**src/verilog/rv_core_defs.svh**
```systemverilog
`ifndef RV_CORE_DEFS_SVH
`define RV_CORE_DEFS_SVH

// Data path and address width
`define RV_XLEN 32

// Register file geometry
`define RV_REG_NUM    32
`define RV_REG_ADDR_W 5

// PC after reset and sequential increment
`define RV_RESET_PC  32'h0000_0000
`define RV_INST_STEP 32'd4

// ADDI x0, x0, 0
`define RV_NOP_INST 32'h0000_0013

`endif

```
**src/verilog/rv_isa_pkg.sv**
```systemverilog
package rv_isa_pkg;

  // Major opcodes kept by the core
  typedef enum logic [6:0] {
    OPC_OP     = 7'b0110011,
    OPC_OP_IMM = 7'b0010011,
    OPC_LUI    = 7'b0110111,
    OPC_LOAD   = 7'b0000011,
    OPC_STORE  = 7'b0100011,
    OPC_BRANCH = 7'b1100011,
    OPC_JAL    = 7'b1101111
  } opcode_e;

  typedef enum logic [3:0] {
    ALU_ADD, ALU_SUB, ALU_SLL, ALU_SLT, ALU_SLTU,
    ALU_XOR, ALU_SRL, ALU_SRA, ALU_OR, ALU_AND,
    ALU_PASS_B
  } alu_op_e;

  typedef enum logic [2:0] {
    BR_BEQ = 3'b000,
    BR_BNE = 3'b001
  } br_funct3_e;

  // funct3 of OP / OP_IMM
  localparam logic [2:0] F3_ADD_SUB = 3'b000;
  localparam logic [2:0] F3_SLL     = 3'b001;
  localparam logic [2:0] F3_SLT     = 3'b010;
  localparam logic [2:0] F3_SLTU    = 3'b011;
  localparam logic [2:0] F3_XOR     = 3'b100;
  localparam logic [2:0] F3_SR      = 3'b101;
  localparam logic [2:0] F3_OR      = 3'b110;
  localparam logic [2:0] F3_AND     = 3'b111;
  // Word size for LW/SW
  localparam logic [2:0] F3_WORD    = 3'b010;

  localparam logic [6:0] F7_BASE = 7'b0000000;
  localparam logic [6:0] F7_ALT  = 7'b0100000;

endpackage

```
**src/verilog/rv_ctrl_pkg.sv**
```systemverilog
package rv_ctrl_pkg;

  typedef enum logic [2:0] {
    ST_IDLE, ST_FETCH, ST_DECODE, ST_EXEC, ST_MEM, ST_WB
  } core_state_e;

  // Writeback value source
  typedef enum logic [1:0] {
    WB_ALU, WB_LOAD, WB_LINK
  } wb_src_e;

endpackage

```
**src/verilog/rv_fetch.sv**
```systemverilog
`timescale 1ns/10ps
`include "rv_core_defs.svh"

module rv_fetch (
  input  logic                clk,
  input  logic                rst_n,
  input  logic                fetch_start_i,
  input  logic                wb_en_i,
  input  logic [`RV_XLEN-1:0] next_pc_i,
  output logic [`RV_XLEN-1:0] imem_addr_o,
  output logic                imem_read_o,
  input  logic [`RV_XLEN-1:0] imem_read_data_i,
  input  logic                imem_ready_i,
  output logic [`RV_XLEN-1:0] pc_o,
  output logic [`RV_XLEN-1:0] inst_o,
  output logic                fetch_done_o
);

  logic [`RV_XLEN-1:0] pc_q;
  logic [`RV_XLEN-1:0] inst_q;
  logic                req_q;
  logic                accept;

  // Handshake completes on the edge where ready is seen
  assign accept = req_q && imem_ready_i;

  always_ff @(posedge clk or negedge rst_n) begin
    if (!rst_n) begin
      pc_q   <= `RV_RESET_PC;
      req_q  <= 1'b0;
      inst_q <= `RV_NOP_INST;
    end else begin
      if (wb_en_i) begin
        pc_q <= next_pc_i;
      end
      if (fetch_start_i) begin
        req_q <= 1'b1;
      end else if (accept) begin
        req_q <= 1'b0;
      end
      if (accept) begin
        inst_q <= imem_read_data_i;
      end
    end
  end

  assign imem_addr_o  = pc_q;
  assign imem_read_o  = req_q;
  assign pc_o         = pc_q;
  assign inst_o       = inst_q;
  assign fetch_done_o = accept;

endmodule

```
**src/verilog/rv_decode.sv**
```systemverilog
`timescale 1ns/10ps
`include "rv_core_defs.svh"

module rv_decode import rv_isa_pkg::*, rv_ctrl_pkg::*; (
  input  logic [`RV_XLEN-1:0]       inst_i,
  output logic [`RV_REG_ADDR_W-1:0] rs1_o,
  output logic [`RV_REG_ADDR_W-1:0] rs2_o,
  output logic [`RV_REG_ADDR_W-1:0] rd_o,
  output logic [`RV_XLEN-1:0]       imm_o,
  output alu_op_e                   alu_op_o,
  output logic                      alu_src_imm_o,
  output logic                      reg_write_o,
  output logic                      is_load_o,
  output logic                      is_store_o,
  output logic                      is_branch_o,
  output logic                      is_jal_o,
  output br_funct3_e                br_funct3_o,
  output wb_src_e                   wb_src_o
);

  logic [2:0]          funct3;
  logic [6:0]          funct7;
  logic                f7_base;
  logic                f7_alt;
  logic [`RV_XLEN-1:0] imm_i_fmt;
  logic [`RV_XLEN-1:0] imm_s_fmt;
  logic [`RV_XLEN-1:0] imm_b_fmt;
  logic [`RV_XLEN-1:0] imm_u_fmt;
  logic [`RV_XLEN-1:0] imm_j_fmt;

  // Map funct3 to an ALU op with alt selecting SUB or SRA
  function automatic alu_op_e alu_sel(input logic [2:0] f3, input logic alt);
    case (f3)
      F3_ADD_SUB: alu_sel = alt ? ALU_SUB : ALU_ADD;
      F3_SLL:     alu_sel = ALU_SLL;
      F3_SLT:     alu_sel = ALU_SLT;
      F3_SLTU:    alu_sel = ALU_SLTU;
      F3_XOR:     alu_sel = ALU_XOR;
      F3_SR:      alu_sel = alt ? ALU_SRA : ALU_SRL;
      F3_OR:      alu_sel = ALU_OR;
      default:    alu_sel = ALU_AND;
    endcase
  endfunction

  assign funct3  = inst_i[14:12];
  assign funct7  = inst_i[31:25];
  assign f7_base = (funct7 == F7_BASE);
  assign f7_alt  = (funct7 == F7_ALT);

  assign rs1_o = inst_i[19:15];
  assign rs2_o = inst_i[24:20];
  assign rd_o  = inst_i[11:7];

  // Immediate formats
  assign imm_i_fmt = {{20{inst_i[31]}}, inst_i[31:20]};
  assign imm_s_fmt = {{20{inst_i[31]}}, inst_i[31:25], inst_i[11:7]};
  assign imm_b_fmt = {{19{inst_i[31]}}, inst_i[31], inst_i[7], inst_i[30:25],
                      inst_i[11:8], 1'b0};
  assign imm_u_fmt = {inst_i[31:12], 12'b0};
  assign imm_j_fmt = {{11{inst_i[31]}}, inst_i[31], inst_i[19:12], inst_i[20],
                      inst_i[30:21], 1'b0};

  assign br_funct3_o = br_funct3_e'(funct3);

  always_comb begin
    imm_o         = imm_i_fmt;
    alu_op_o      = ALU_ADD;
    alu_src_imm_o = 1'b1;
    reg_write_o   = 1'b0;
    is_load_o     = 1'b0;
    is_store_o    = 1'b0;
    is_branch_o   = 1'b0;
    is_jal_o      = 1'b0;
    wb_src_o      = WB_ALU;
    case (opcode_e'(inst_i[6:0]))
      OPC_OP: begin
        alu_src_imm_o = 1'b0;
        alu_op_o      = alu_sel(funct3, funct7[5]);
        // Only SUB and SRA accept the alternate funct7
        reg_write_o   = f7_base || (f7_alt && (funct3 == F3_ADD_SUB || funct3 == F3_SR));
      end
      OPC_OP_IMM: begin
        alu_op_o = alu_sel(funct3, (funct3 == F3_SR) && funct7[5]);
        case (funct3)
          F3_SLL:  reg_write_o = f7_base;
          F3_SR:   reg_write_o = f7_base || f7_alt;
          default: reg_write_o = 1'b1;
        endcase
      end
      OPC_LUI: begin
        imm_o       = imm_u_fmt;
        alu_op_o    = ALU_PASS_B;
        reg_write_o = 1'b1;
      end
      OPC_LOAD: begin
        is_load_o   = (funct3 == F3_WORD);
        reg_write_o = (funct3 == F3_WORD);
        wb_src_o    = WB_LOAD;
      end
      OPC_STORE: begin
        imm_o      = imm_s_fmt;
        is_store_o = (funct3 == F3_WORD);
      end
      OPC_BRANCH: begin
        imm_o         = imm_b_fmt;
        alu_src_imm_o = 1'b0;
        is_branch_o   = (funct3 == BR_BEQ) || (funct3 == BR_BNE);
      end
      OPC_JAL: begin
        imm_o       = imm_j_fmt;
        is_jal_o    = 1'b1;
        reg_write_o = 1'b1;
        wb_src_o    = WB_LINK;
      end
      // Anything else retires as a no-op
      default: ;
    endcase
  end

endmodule

```
**src/verilog/rv_regfile.sv**
```systemverilog
`timescale 1ns/10ps
`include "rv_core_defs.svh"

module rv_regfile (
  input  logic                      clk,
  input  logic                      rst_n,
  input  logic [`RV_REG_ADDR_W-1:0] rs1_addr_i,
  input  logic [`RV_REG_ADDR_W-1:0] rs2_addr_i,
  output logic [`RV_XLEN-1:0]       rs1_data_o,
  output logic [`RV_XLEN-1:0]       rs2_data_o,
  input  logic                      we_i,
  input  logic [`RV_REG_ADDR_W-1:0] rd_addr_i,
  input  logic [`RV_XLEN-1:0]       rd_data_i
);

  logic [`RV_XLEN-1:0] regs_q [`RV_REG_NUM];

  always_ff @(posedge clk or negedge rst_n) begin
    if (!rst_n) begin
      for (int i = 0; i < `RV_REG_NUM; i++) begin
        regs_q[i] <= '0;
      end
    end else if (we_i && (rd_addr_i != '0)) begin
      regs_q[rd_addr_i] <= rd_data_i;
    end
  end

  // x0 reads zero
  assign rs1_data_o = (rs1_addr_i == '0) ? '0 : regs_q[rs1_addr_i];
  assign rs2_data_o = (rs2_addr_i == '0) ? '0 : regs_q[rs2_addr_i];

endmodule

```
**src/verilog/rv_execute.sv**
```systemverilog
`timescale 1ns/10ps
`include "rv_core_defs.svh"

module rv_execute import rv_isa_pkg::*; (
  input  logic                clk,
  input  logic                rst_n,
  input  logic                exec_en_i,
  input  logic [`RV_XLEN-1:0] pc_i,
  input  logic [`RV_XLEN-1:0] rs1_data_i,
  input  logic [`RV_XLEN-1:0] rs2_data_i,
  input  logic [`RV_XLEN-1:0] imm_i,
  input  alu_op_e             alu_op_i,
  input  logic                alu_src_imm_i,
  input  logic                is_branch_i,
  input  logic                is_jal_i,
  input  br_funct3_e          br_funct3_i,
  output logic [`RV_XLEN-1:0] alu_result_o,
  output logic [`RV_XLEN-1:0] store_data_o,
  output logic [`RV_XLEN-1:0] next_pc_o
);

  logic [`RV_XLEN-1:0] op_b;
  logic [4:0]          shamt;
  logic [`RV_XLEN-1:0] alu_d;
  logic                br_taken;
  logic [`RV_XLEN-1:0] next_pc_d;

  assign op_b  = alu_src_imm_i ? imm_i : rs2_data_i;
  assign shamt = op_b[4:0];

  // ==================================================
  // ALU
  // ==================================================
  always_comb begin
    case (alu_op_i)
      ALU_ADD:    alu_d = rs1_data_i + op_b;
      ALU_SUB:    alu_d = rs1_data_i - op_b;
      ALU_SLL:    alu_d = rs1_data_i << shamt;
      ALU_SLT:    alu_d = {31'b0, $signed(rs1_data_i) < $signed(op_b)};
      ALU_SLTU:   alu_d = {31'b0, rs1_data_i < op_b};
      ALU_XOR:    alu_d = rs1_data_i ^ op_b;
      ALU_SRL:    alu_d = rs1_data_i >> shamt;
      ALU_SRA:    alu_d = $signed(rs1_data_i) >>> shamt;
      ALU_OR:     alu_d = rs1_data_i | op_b;
      ALU_AND:    alu_d = rs1_data_i & op_b;
      ALU_PASS_B: alu_d = op_b;
      default:    alu_d = '0;
    endcase
  end

  // ==================================================
  // Branch and next PC
  // ==================================================
  always_comb begin
    case (br_funct3_i)
      BR_BEQ:  br_taken = is_branch_i && (rs1_data_i == rs2_data_i);
      BR_BNE:  br_taken = is_branch_i && (rs1_data_i != rs2_data_i);
      default: br_taken = 1'b0;
    endcase
  end

  assign next_pc_d = (is_jal_i || br_taken) ? pc_i + imm_i : pc_i + `RV_INST_STEP;

  always_ff @(posedge clk or negedge rst_n) begin
    if (!rst_n) begin
      alu_result_o <= '0;
      store_data_o <= '0;
      next_pc_o    <= `RV_RESET_PC;
    end else if (exec_en_i) begin
      alu_result_o <= alu_d;
      store_data_o <= rs2_data_i;
      next_pc_o    <= next_pc_d;
    end
  end

endmodule

```
**src/verilog/rv_mem_access.sv**
```systemverilog
`timescale 1ns/10ps
`include "rv_core_defs.svh"

module rv_mem_access import rv_ctrl_pkg::*; (
  input  logic                clk,
  input  logic                rst_n,
  input  logic                mem_start_i,
  input  logic                wb_en_i,
  input  logic                is_load_i,
  input  logic                is_store_i,
  input  logic [`RV_XLEN-1:0] addr_i,
  input  logic [`RV_XLEN-1:0] store_data_i,
  input  logic [`RV_XLEN-1:0] alu_result_i,
  input  logic [`RV_XLEN-1:0] pc_i,
  input  wb_src_e             wb_src_i,
  input  logic                reg_write_i,
  output logic [`RV_XLEN-1:0] dmem_addr_o,
  output logic [`RV_XLEN-1:0] dmem_write_data_o,
  output logic                dmem_read_o,
  output logic                dmem_write_o,
  input  logic [`RV_XLEN-1:0] dmem_read_data_i,
  input  logic                dmem_ready_i,
  output logic                mem_done_o,
  output logic                rd_we_o,
  output logic [`RV_XLEN-1:0] rd_data_o
);

  logic                read_q;
  logic                write_q;
  logic                accept;
  logic [`RV_XLEN-1:0] load_data_q;

  assign accept = (read_q || write_q) && dmem_ready_i;

  always_ff @(posedge clk or negedge rst_n) begin
    if (!rst_n) begin
      read_q  <= 1'b0;
      write_q <= 1'b0;
    end else if (mem_start_i) begin
      // Decode never flags both for one instruction
      read_q  <= is_load_i;
      write_q <= is_store_i;
    end else if (accept) begin
      read_q  <= 1'b0;
      write_q <= 1'b0;
    end
  end

  always_ff @(posedge clk or negedge rst_n) begin
    if (!rst_n) begin
      load_data_q <= '0;
    end else if (accept && read_q) begin
      load_data_q <= dmem_read_data_i;
    end
  end

  assign dmem_addr_o       = addr_i;
  assign dmem_write_data_o = store_data_i;
  assign dmem_read_o       = read_q;
  assign dmem_write_o      = write_q;
  assign mem_done_o        = accept;

  // Writeback select
  always_comb begin
    case (wb_src_i)
      WB_LOAD: rd_data_o = load_data_q;
      WB_LINK: rd_data_o = pc_i + `RV_INST_STEP;
      default: rd_data_o = alu_result_i;
    endcase
  end

  assign rd_we_o = wb_en_i && reg_write_i;

endmodule

```
**src/verilog/rv_core_fsm.sv**
```systemverilog
`timescale 1ns/10ps

module rv_core_fsm import rv_ctrl_pkg::*; (
  input  logic clk,
  input  logic rst_n,
  input  logic fetch_done_i,
  input  logic mem_done_i,
  input  logic is_load_i,
  input  logic is_store_i,
  output logic fetch_start_o,
  output logic decode_en_o,
  output logic exec_en_o,
  output logic mem_start_o,
  output logic wb_en_o
);

  core_state_e state_q;
  core_state_e state_d;

  always_comb begin
    state_d = state_q;
    case (state_q)
      ST_IDLE:   state_d = ST_FETCH;
      ST_FETCH:  if (fetch_done_i) state_d = ST_DECODE;
      ST_DECODE: state_d = ST_EXEC;
      // Only LW/SW go through the data port
      ST_EXEC:   state_d = (is_load_i || is_store_i) ? ST_MEM : ST_WB;
      ST_MEM:    if (mem_done_i) state_d = ST_WB;
      ST_WB:     state_d = ST_FETCH;
      default:   state_d = ST_IDLE;
    endcase
  end

  // Strobes are high in the first cycle of their state
  always_ff @(posedge clk or negedge rst_n) begin
    if (!rst_n) begin
      state_q       <= ST_IDLE;
      fetch_start_o <= 1'b0;
      decode_en_o   <= 1'b0;
      exec_en_o     <= 1'b0;
      mem_start_o   <= 1'b0;
      wb_en_o       <= 1'b0;
    end else begin
      state_q       <= state_d;
      fetch_start_o <= (state_d == ST_FETCH) && (state_q != ST_FETCH);
      decode_en_o   <= (state_d == ST_DECODE) && (state_q != ST_DECODE);
      exec_en_o     <= (state_d == ST_EXEC) && (state_q != ST_EXEC);
      mem_start_o   <= (state_d == ST_MEM) && (state_q != ST_MEM);
      wb_en_o       <= (state_d == ST_WB) && (state_q != ST_WB);
    end
  end

endmodule

```
**src/verilog/rv_core_top.sv**
```systemverilog
`timescale 1ns/10ps
`include "rv_core_defs.svh"

module rv_core_top import rv_isa_pkg::*, rv_ctrl_pkg::*; (
  input  logic                clk,
  input  logic                rst_n,
  output logic [`RV_XLEN-1:0] imem_addr_o,
  output logic                imem_read_o,
  input  logic [`RV_XLEN-1:0] imem_read_data_i,
  input  logic                imem_ready_i,
  output logic [`RV_XLEN-1:0] dmem_addr_o,
  output logic [`RV_XLEN-1:0] dmem_write_data_o,
  output logic                dmem_read_o,
  output logic                dmem_write_o,
  input  logic [`RV_XLEN-1:0] dmem_read_data_i,
  input  logic                dmem_ready_i,
  output logic [`RV_XLEN-1:0] debug_pc_o
);

  // Step strobes and completions
  logic fetch_start, exec_en, mem_start, wb_en;
  logic fetch_done, mem_done;

  logic [`RV_XLEN-1:0]       pc, inst, imm;
  logic [`RV_REG_ADDR_W-1:0] rs1_addr, rs2_addr, rd_addr;
  alu_op_e                   alu_op;
  br_funct3_e                br_funct3;
  wb_src_e                   wb_src;
  logic                      alu_src_imm, reg_write;
  logic                      is_load, is_store, is_branch, is_jal;
  logic [`RV_XLEN-1:0]       rs1_data, rs2_data;
  logic [`RV_XLEN-1:0]       alu_result, store_data, next_pc;
  logic                      rd_we;
  logic [`RV_XLEN-1:0]       rd_data;

  rv_core_fsm u_fsm (
    .clk(clk), .rst_n(rst_n),
    .fetch_done_i(fetch_done), .mem_done_i(mem_done),
    .is_load_i(is_load), .is_store_i(is_store),
    .fetch_start_o(fetch_start),
    // Decode is combinational from the instruction register
    .decode_en_o(),
    .exec_en_o(exec_en), .mem_start_o(mem_start), .wb_en_o(wb_en)
  );

  rv_fetch u_fetch (
    .clk(clk), .rst_n(rst_n),
    .fetch_start_i(fetch_start), .wb_en_i(wb_en), .next_pc_i(next_pc),
    .imem_addr_o(imem_addr_o), .imem_read_o(imem_read_o),
    .imem_read_data_i(imem_read_data_i), .imem_ready_i(imem_ready_i),
    .pc_o(pc), .inst_o(inst), .fetch_done_o(fetch_done)
  );

  rv_decode u_decode (
    .inst_i(inst),
    .rs1_o(rs1_addr), .rs2_o(rs2_addr), .rd_o(rd_addr), .imm_o(imm),
    .alu_op_o(alu_op), .alu_src_imm_o(alu_src_imm), .reg_write_o(reg_write),
    .is_load_o(is_load), .is_store_o(is_store),
    .is_branch_o(is_branch), .is_jal_o(is_jal),
    .br_funct3_o(br_funct3), .wb_src_o(wb_src)
  );

  rv_regfile u_regfile (
    .clk(clk), .rst_n(rst_n),
    .rs1_addr_i(rs1_addr), .rs2_addr_i(rs2_addr),
    .rs1_data_o(rs1_data), .rs2_data_o(rs2_data),
    .we_i(rd_we), .rd_addr_i(rd_addr), .rd_data_i(rd_data)
  );

  rv_execute u_execute (
    .clk(clk), .rst_n(rst_n), .exec_en_i(exec_en), .pc_i(pc),
    .rs1_data_i(rs1_data), .rs2_data_i(rs2_data), .imm_i(imm),
    .alu_op_i(alu_op), .alu_src_imm_i(alu_src_imm),
    .is_branch_i(is_branch), .is_jal_i(is_jal), .br_funct3_i(br_funct3),
    .alu_result_o(alu_result), .store_data_o(store_data), .next_pc_o(next_pc)
  );

  // Load/store address is the ALU sum rs1 + imm
  rv_mem_access u_mem_access (
    .clk(clk), .rst_n(rst_n), .mem_start_i(mem_start), .wb_en_i(wb_en),
    .is_load_i(is_load), .is_store_i(is_store),
    .addr_i(alu_result), .store_data_i(store_data),
    .alu_result_i(alu_result), .pc_i(pc),
    .wb_src_i(wb_src), .reg_write_i(reg_write),
    .dmem_addr_o(dmem_addr_o), .dmem_write_data_o(dmem_write_data_o),
    .dmem_read_o(dmem_read_o), .dmem_write_o(dmem_write_o),
    .dmem_read_data_i(dmem_read_data_i), .dmem_ready_i(dmem_ready_i),
    .mem_done_o(mem_done), .rd_we_o(rd_we), .rd_data_o(rd_data)
  );

  assign debug_pc_o = pc;

endmodule

```
**config.mk**
```make
export PLATFORM = sky130hd
export DESIGN_NAME = rv_core_top
export DESIGN_NICKNAME = d
export VERILOG_FILES = /design/src/verilog/rv_isa_pkg.sv /design/src/verilog/rv_ctrl_pkg.sv /design/src/verilog/rv_fetch.sv /design/src/verilog/rv_decode.sv /design/src/verilog/rv_regfile.sv /design/src/verilog/rv_execute.sv /design/src/verilog/rv_mem_access.sv /design/src/verilog/rv_core_fsm.sv /design/src/verilog/rv_core_top.sv
export VERILOG_INCLUDE_DIRS = /design/src /design/src/verilog
export SDC_FILE = /design/constraint.sdc
export NUM_CORES = 2
export LEC_CHECK = 0
export BUFFER_PORTS_ARGS = -buffer_cell sky130_fd_sc_hd__buf_2
export CAP_MARGIN = 15
export CORE_ASPECT_RATIO = 0.8
export CORE_MARGIN = 4
export CORE_UTILIZATION = 40
export DETAILED_ROUTE_END_ITERATION = 8
export GPL_TIMING_DRIVEN = 0
export PLACE_DENSITY_LB_ADDON = 0.05
export SLEW_MARGIN = 10
export SYNTH_ARGS = -nofsm -noshare
export SYNTH_HDL_FRONTEND = slang
export SYNTH_SLANG_ARGS = --single-unit
```
**constraint.sdc**
```tcl
create_clock -name clk -period 11.2 [get_ports clk]
set_clock_uncertainty 0.05 [all_clocks]
set_input_delay 2.24 -clock clk [delete_from_list [all_inputs] [get_ports clk]]
set_output_delay 2.24 -clock clk [all_outputs]
set_load 0.05 [all_outputs]
```
# == Yosys cells after proc, flatten, opt, wreduce, memory -nomap -nowiden ==
# Cells that the tools add are included.
# Widths: inputs -> output; s select.
# totals
regBits,1226
output_inout_bits,131
in_bits,68
word_cells,179
# op_classes
addsub,4
n_lt_le_gt_ge,6
n_bitwise,6
n_eq_ne,41
reduce_logical,33
n_mux,40
shifts,3
# ops
op,n
$bwmux 1024,1
$pmux 32 s11,1
$bmux 32 s5,2
$mux 32,9
$demux 32 s5,1
$pmux 31 s4,1
$add 32x32->32,2
$lt 32x32->1,2
$pmux 32 s2,1
$pmux 4 s7,2
$add 32x3->32 const B,1
$and 32x32->32,1
$eq 32x32->1,1
$ne 32x32->1,1
$or 32x32->32,1
$shl 32x5->32,1
$shr 32x5->32,1
$sshr 32x5->32,1
$sub 32x32->32,1
$xor 32x32->32,1
$eq 7x6->1 const B,4
$eq 3x3->1 const B,7
$ge 6x6->1 const B,3
$not 5->6,3
31 further kinds,84

# == Longest topological paths before layout ==
# depth
word_depth,10
mapped_depth,27
depth_no_buf,21

# == Cells and area by module ==
# A second synthesis with hierarchy kept.
# unflattened
hier_cells,6330
area_unflattened_um2,76378.3
# modules_own_cells
module,n_inst,area_per_inst_um2,seq_area_each_um2,cells_per_inst
rv_regfile,1,54394.7,25624.6,3667
rv_execute,1,15222.1,2402.3,2032
rv_mem_access,1,2922.8,850.8,320
rv_fetch,1,2795.2,1630.3,172
rv_decode,1,713.2,0.0,113
rv_core_fsm,1,330.3,200.2,26

# == Least setup slack after synthesis ==
# Ideal clock, no wire load.
# synth_path
path_kind,reg-to-reg
start,"register u_fetch.inst_q[20], in the netlist u_fetch.inst_o[20]"
end,register u_execute.alu_result_o[30]
path_buffers,7
setup_ps,82
period_less_slack_ps,5619
path_stages_with_launch,24
t_arrival_ps,5487
setup_slack_ps,5581
t_required_ps,11068
path_cell_list,dfrtp_1 > buf_6 > buf_12 > buf_12 > buf_4 > mux4_2 > a221oi_1 > a21oi_1 > a22oi_1 > clkbuf_1 > clkbuf_1 > ha_1 > clkbuf_1 > and3b_1 > a221oi_1 > a211oi_1 > nor3b_1 > o31ai_1 > a31oi_1 > a221oi_1 > a211oi_1 > xnor2_1 > nand2_1 > a31oi_1
# synth_via
elab_chain_cells,8
word_cells_on_any_way,17
classes_between,2 x add/sub; 3 x shift; 7 x mux; 4 x bitwise; 1 x reduce/logical
# synth_lines
item,line_no,source
from (decl),rv_fetch.sv:20,logic [`RV_XLEN-1:0] inst_q;
from (signal assigned),rv_fetch.sv:31,inst_q <= `RV_NOP_INST;
from (signal assigned),rv_fetch.sv:42,inst_q <= imem_read_data_i;
$not 5->6 (implied by the code),rv_regfile.sv:30,assign rs2_data_o = (rs2_addr_i == '0) ? '0 : regs_q[rs2_addr_i];
$bmux 32 s5,rv_regfile.sv:30,
$mux 32 (implied by the code) (2 in series),rv_regfile.sv:30,
$mux 32,rv_regfile.sv:30,
$mux 32 *,rv_execute.sv:28,assign op_b = alu_src_imm_i ? imm_i : rs2_data_i;
"$sub 32x32->32, or another cell as far along",rv_execute.sv:37,ALU_SUB: alu_d = rs1_data_i - op_b;
$pmux 32 s11 *,rv_execute.sv:35,case (alu_op_i)
to (signal assigned),rv_execute.sv:70,alu_result_o <= alu_d;
to (decl),rv_execute.sv:17,"output logic [`RV_XLEN-1:0] alu_result_o,"
# Mark *: on every way between the ends. The rest lies on a longest branch, timed or not. The select of a mux whose other input is x is not followed.
# A chain may end at the register's enable or synchronous reset.

# == Final worst setup path ==
# layout_path
start,"register u_fetch.inst_q[17], in the netlist u_fetch.inst_o[17]"
end,register u_execute.alu_result_o[0]
# layout_via
elab_chain_cells,7
word_cells_on_any_way,19
classes_between,2 x add/sub; 2 x order compare; 3 x shift; 7 x mux; 4 x bitwise; 1 x reduce/logical
# layout_lines
item,line_no,source
$not 5->6 (implied by the code),rv_regfile.sv:29,assign rs1_data_o = (rs1_addr_i == '0) ? '0 : regs_q[rs1_addr_i];
$bmux 32 s5,rv_regfile.sv:29,
$mux 32 (implied by the code) (2 in series),rv_regfile.sv:29,
$mux 32,rv_regfile.sv:29,
"$sub 32x32->32, or another cell as far along",rv_execute.sv:37,
$pmux 32 s11 *,rv_execute.sv:35,
# Marks and branches as above.

==> impl_metrics.ini <==
[status]
status = finished with violations
violations = setup timing

[synthesis]
yosysMostFrequentCell = nand2_1
yosysTopAreaCellShare_pct = 41.70
synth_top_cell_by_area = dfrtp_1
syn_area_um2 = 73390
synth-edff-count = 0
seq_area_frac_synth_pct = 41.81
async_reset_ff_share_pct = 100.0
ys_warn_count = 0
synth_commonest_cells = nand2_1 (1308), dfrtp_1 (1223), o21ai_0 (1151)
synth_ff_type = dfrtp_1
syn-num-nets = 7471
ys_types = 108
netlist_instances = 7268
avgSynthCellArea_um2 = 10.10
ys_seq_elements = 1226
netlist_top_cells_area = dfrtp_1 (42%), mux4_2 (13%), o21ai_0 (7.8%)

[floorplanning]
chipWidth_um = 486.9
ios = 199
num_rows = 140
core_region_area_um2 = 182200
die_h_um = 391.1
start_util_pct = 40.28
die_area_um2 = 190400

[worst_setup_path]
required_ps = 11840
cp_max_fo = 10
cp.arrival_ps = 12280
slowest_delay_ps = 930
worstSetupStartpointType = register
timing_worst_setup_path_type = reg -> reg
worstPathCellList = buf_2 -> buf_2 -> buf_2 -> buf_2 -> mux4_2 -> a22oi_1 -> nand4_1 -> nand3_1 -> inv_1 -> ha_1 -> clkbuf_1 -> nor3_1 -> nand3_1 -> a211oi_1 -> nor3b_1 -> o31ai_1 -> a31oi_1 -> a221oi_1 -> a211oi_1 -> o21a_1 -> a2111oi_0 -> nor2_1
crit_path_top_delay_cell = nand3_1
cp-end-kind = register
cpMostUsedCell = buf_2

[sta]
worstMarginPinSlew_ps = 1417
finalHoldViolCount = 0
layout_setup_ws_ps = -446.4
min_period_ps = 11650
fin_crit_sh_pct = 104.0
finalSetupTns_ps = -762.8
whs_ps = 397.4
setup_viol = 3
relSlewSlack_pct = 5.537
finalMaxSlewViolations = 0
rsz0062_at_grt = no
fmax_ghz = 0.08586

[drt]
drt_iter0_drc = 11780
wl_met1_um = 183200
ant_nets = 0
drt-pass1-iter-count = 9
wl_um = 456200
viasPerCell = 6.945
top_layer = met5
wl_met3_um = 74410
remaining_drc_errors = 0
num_vias = 71240
wl_per_cell_um = 44.48
wl_met2_um = 173300

[clock_tree]
cts_buffers = 141
clock_sinks = 1226
cts-root-buf = clkbuf_16
h-tree-depth = 4
insertion_delay_ps = 860
clock_path_buffers = 3
ctsHoldBuffers = 0
post-cts-setup-buffer-count = 0
clkTransAtPathRegs_ps = 60
cts_tree = done
cts_resized = 0

[place]
port_buffers = 198
routabilityCongestion = 1.055
post-place-cells = 9949
pre_cts_ws_ps = 614.6
dpl.hpwl_um = 342700
placed_cell_area_um2 = 78790

[hold_path]
hold_path.class = reg -> reg

[finish]
synthToLayoutAreaGrowth_pct = 14.26
finalNonFillerCells = 10260
nNetsFinal = 7891
drive_above_1_share_pct = 17.95
finalInstanceArea_um2 = 83850

[pwr]
ir_drop_mv = 0.2885
pwr_density_cell_nw_per_um2 = 317.5
power.leakage_nw = 35.88

[job]
drv_cap = 0

[grt]
grt_pass1_wl_um = 599000
grt_max_degree = 142
grt_antenna_before_repair = 58
grtUsageTotal_pct = 46.83
gr-total-overflow = 0
grt_pass1_vias = 65810
flip-flops by register name, summed over array words and instances (netlist names), 3 cells and up:
signal / flops
u_execute.alu_result_o: 32
u_execute.next_pc_o: 32
u_execute.store_data_o: 32
u_fetch.imem_addr_o: 32
u_fetch.inst_o: 32
u_fsm.state_q: 3
u_mem_access.load_data_q: 32
u_regfile.regs_q: 1024
per-layer routing:
layer / track usage (%) / vias up
li1: - / 27430
met1: 63.62 / 37000
met2: 59.81 / 5738
met3: 25.61 / 1021
met4: 21.81 / 44
met5: 0.7882 / -
report_power, final:
group,switching (mW),leakage (nW),internal (mW)
combinational,12.3,16.6,4.09
clock,2.23,2.36,2.75
sequential,0.488,16.9,4.71
total,15.1,35.9,11.6
cell usage in the layout (no fill, tap or decap), types with 26 or more instances in the layout:
cell,instances
nor2_1,223
mux4_2,436
diode_2,45
o21ai_0,1150
clkbuf_2,35
inv_1,120
clkinv_2,26
nor2b_1,41
a221oi_1,27
a31oi_1,37
nand2_1,1308
mux2i_1,309
buf_6,66
xor2_1,37
o22a_1,58
o22ai_1,58
clkbuf_1,493
ha_1,132
nand3_1,86
clkbuf_8,29
xnor2_1,59
dfrtp_1,1223
a22oi_1,109
nand4_1,72
o211ai_1,48
mux2_2,137
clkbuf_16,142
a211oi_1,60
and3_1,33
buf_4,82
a21o_1,59
buf_2,271
a21oi_1,196
nor3_1,55
final cells by class:
class	count	area (um2)
Sequential cell	1226	30680
Tap cell	2414	3020
Antenna cell	45	112.6
Timing Repair Buffer	277	2301
Inverter	127	479.2
Buffer	731	3724
Multi-Input combinational cell	5184	38710
Fill cell	17500	98330
Clock inverter	54	752.0
Clock buffer	200	4061
cells by family after synthesis:
group,Yosys count,share of synthesized area (%)
flip-flops,1226,41.81
buffers and inverters,858,5.659
XOR/XNOR,96,1.146
adder cells (fa/ha/maj),135,2.332
AND/OR/NAND/NOR,1969,11.56
multiplexers,903,20.35
AO/OA/AOI/OAI,2081,17.14
worst paths after layout:
check,startpoint,endpoint,slack (ps),depth (start not counted)
hold reg to reg,u_fsm.fetch_start_o,u_fetch.imem_read_o,400,1
max in group asynchronous,rst_n,u_regfile.regs_q[439],7280,4
setup / recovery,u_fetch.inst_o[17],u_execute.alu_result_o[0],-450,22
min in group asynchronous,rst_n,u_regfile.regs_q[207],1280,1
setup reg to reg,u_fetch.inst_o[17],u_execute.alu_result_o[0],-450,22
hold / removal,u_fsm.fetch_start_o,u_fetch.imem_read_o,400,1
worst max-delay path: cells and delay by family, from the launching register on:
kind | cells | cell delay (ps)
flip-flops | 1 | 840
AO/OA/AOI/OAI | 8 | 3590
multiplexers | 1 | 420
buffers and inverters | 6 | 3670
adder cells (fa/ha/maj) | 1 | 470
AND/OR/NAND/NOR | 6 | 2290
per-stage QoR:
stage	total power [mW]	util, %
final	26.62	46.03
after global routing	26.63	45.97
after global placement	20.21	42.48
after floorplan	12.71	-
after CTS	25.52	45.89
after detailed placement	20.58	43.25
Power figures use the tool's default switching activity.
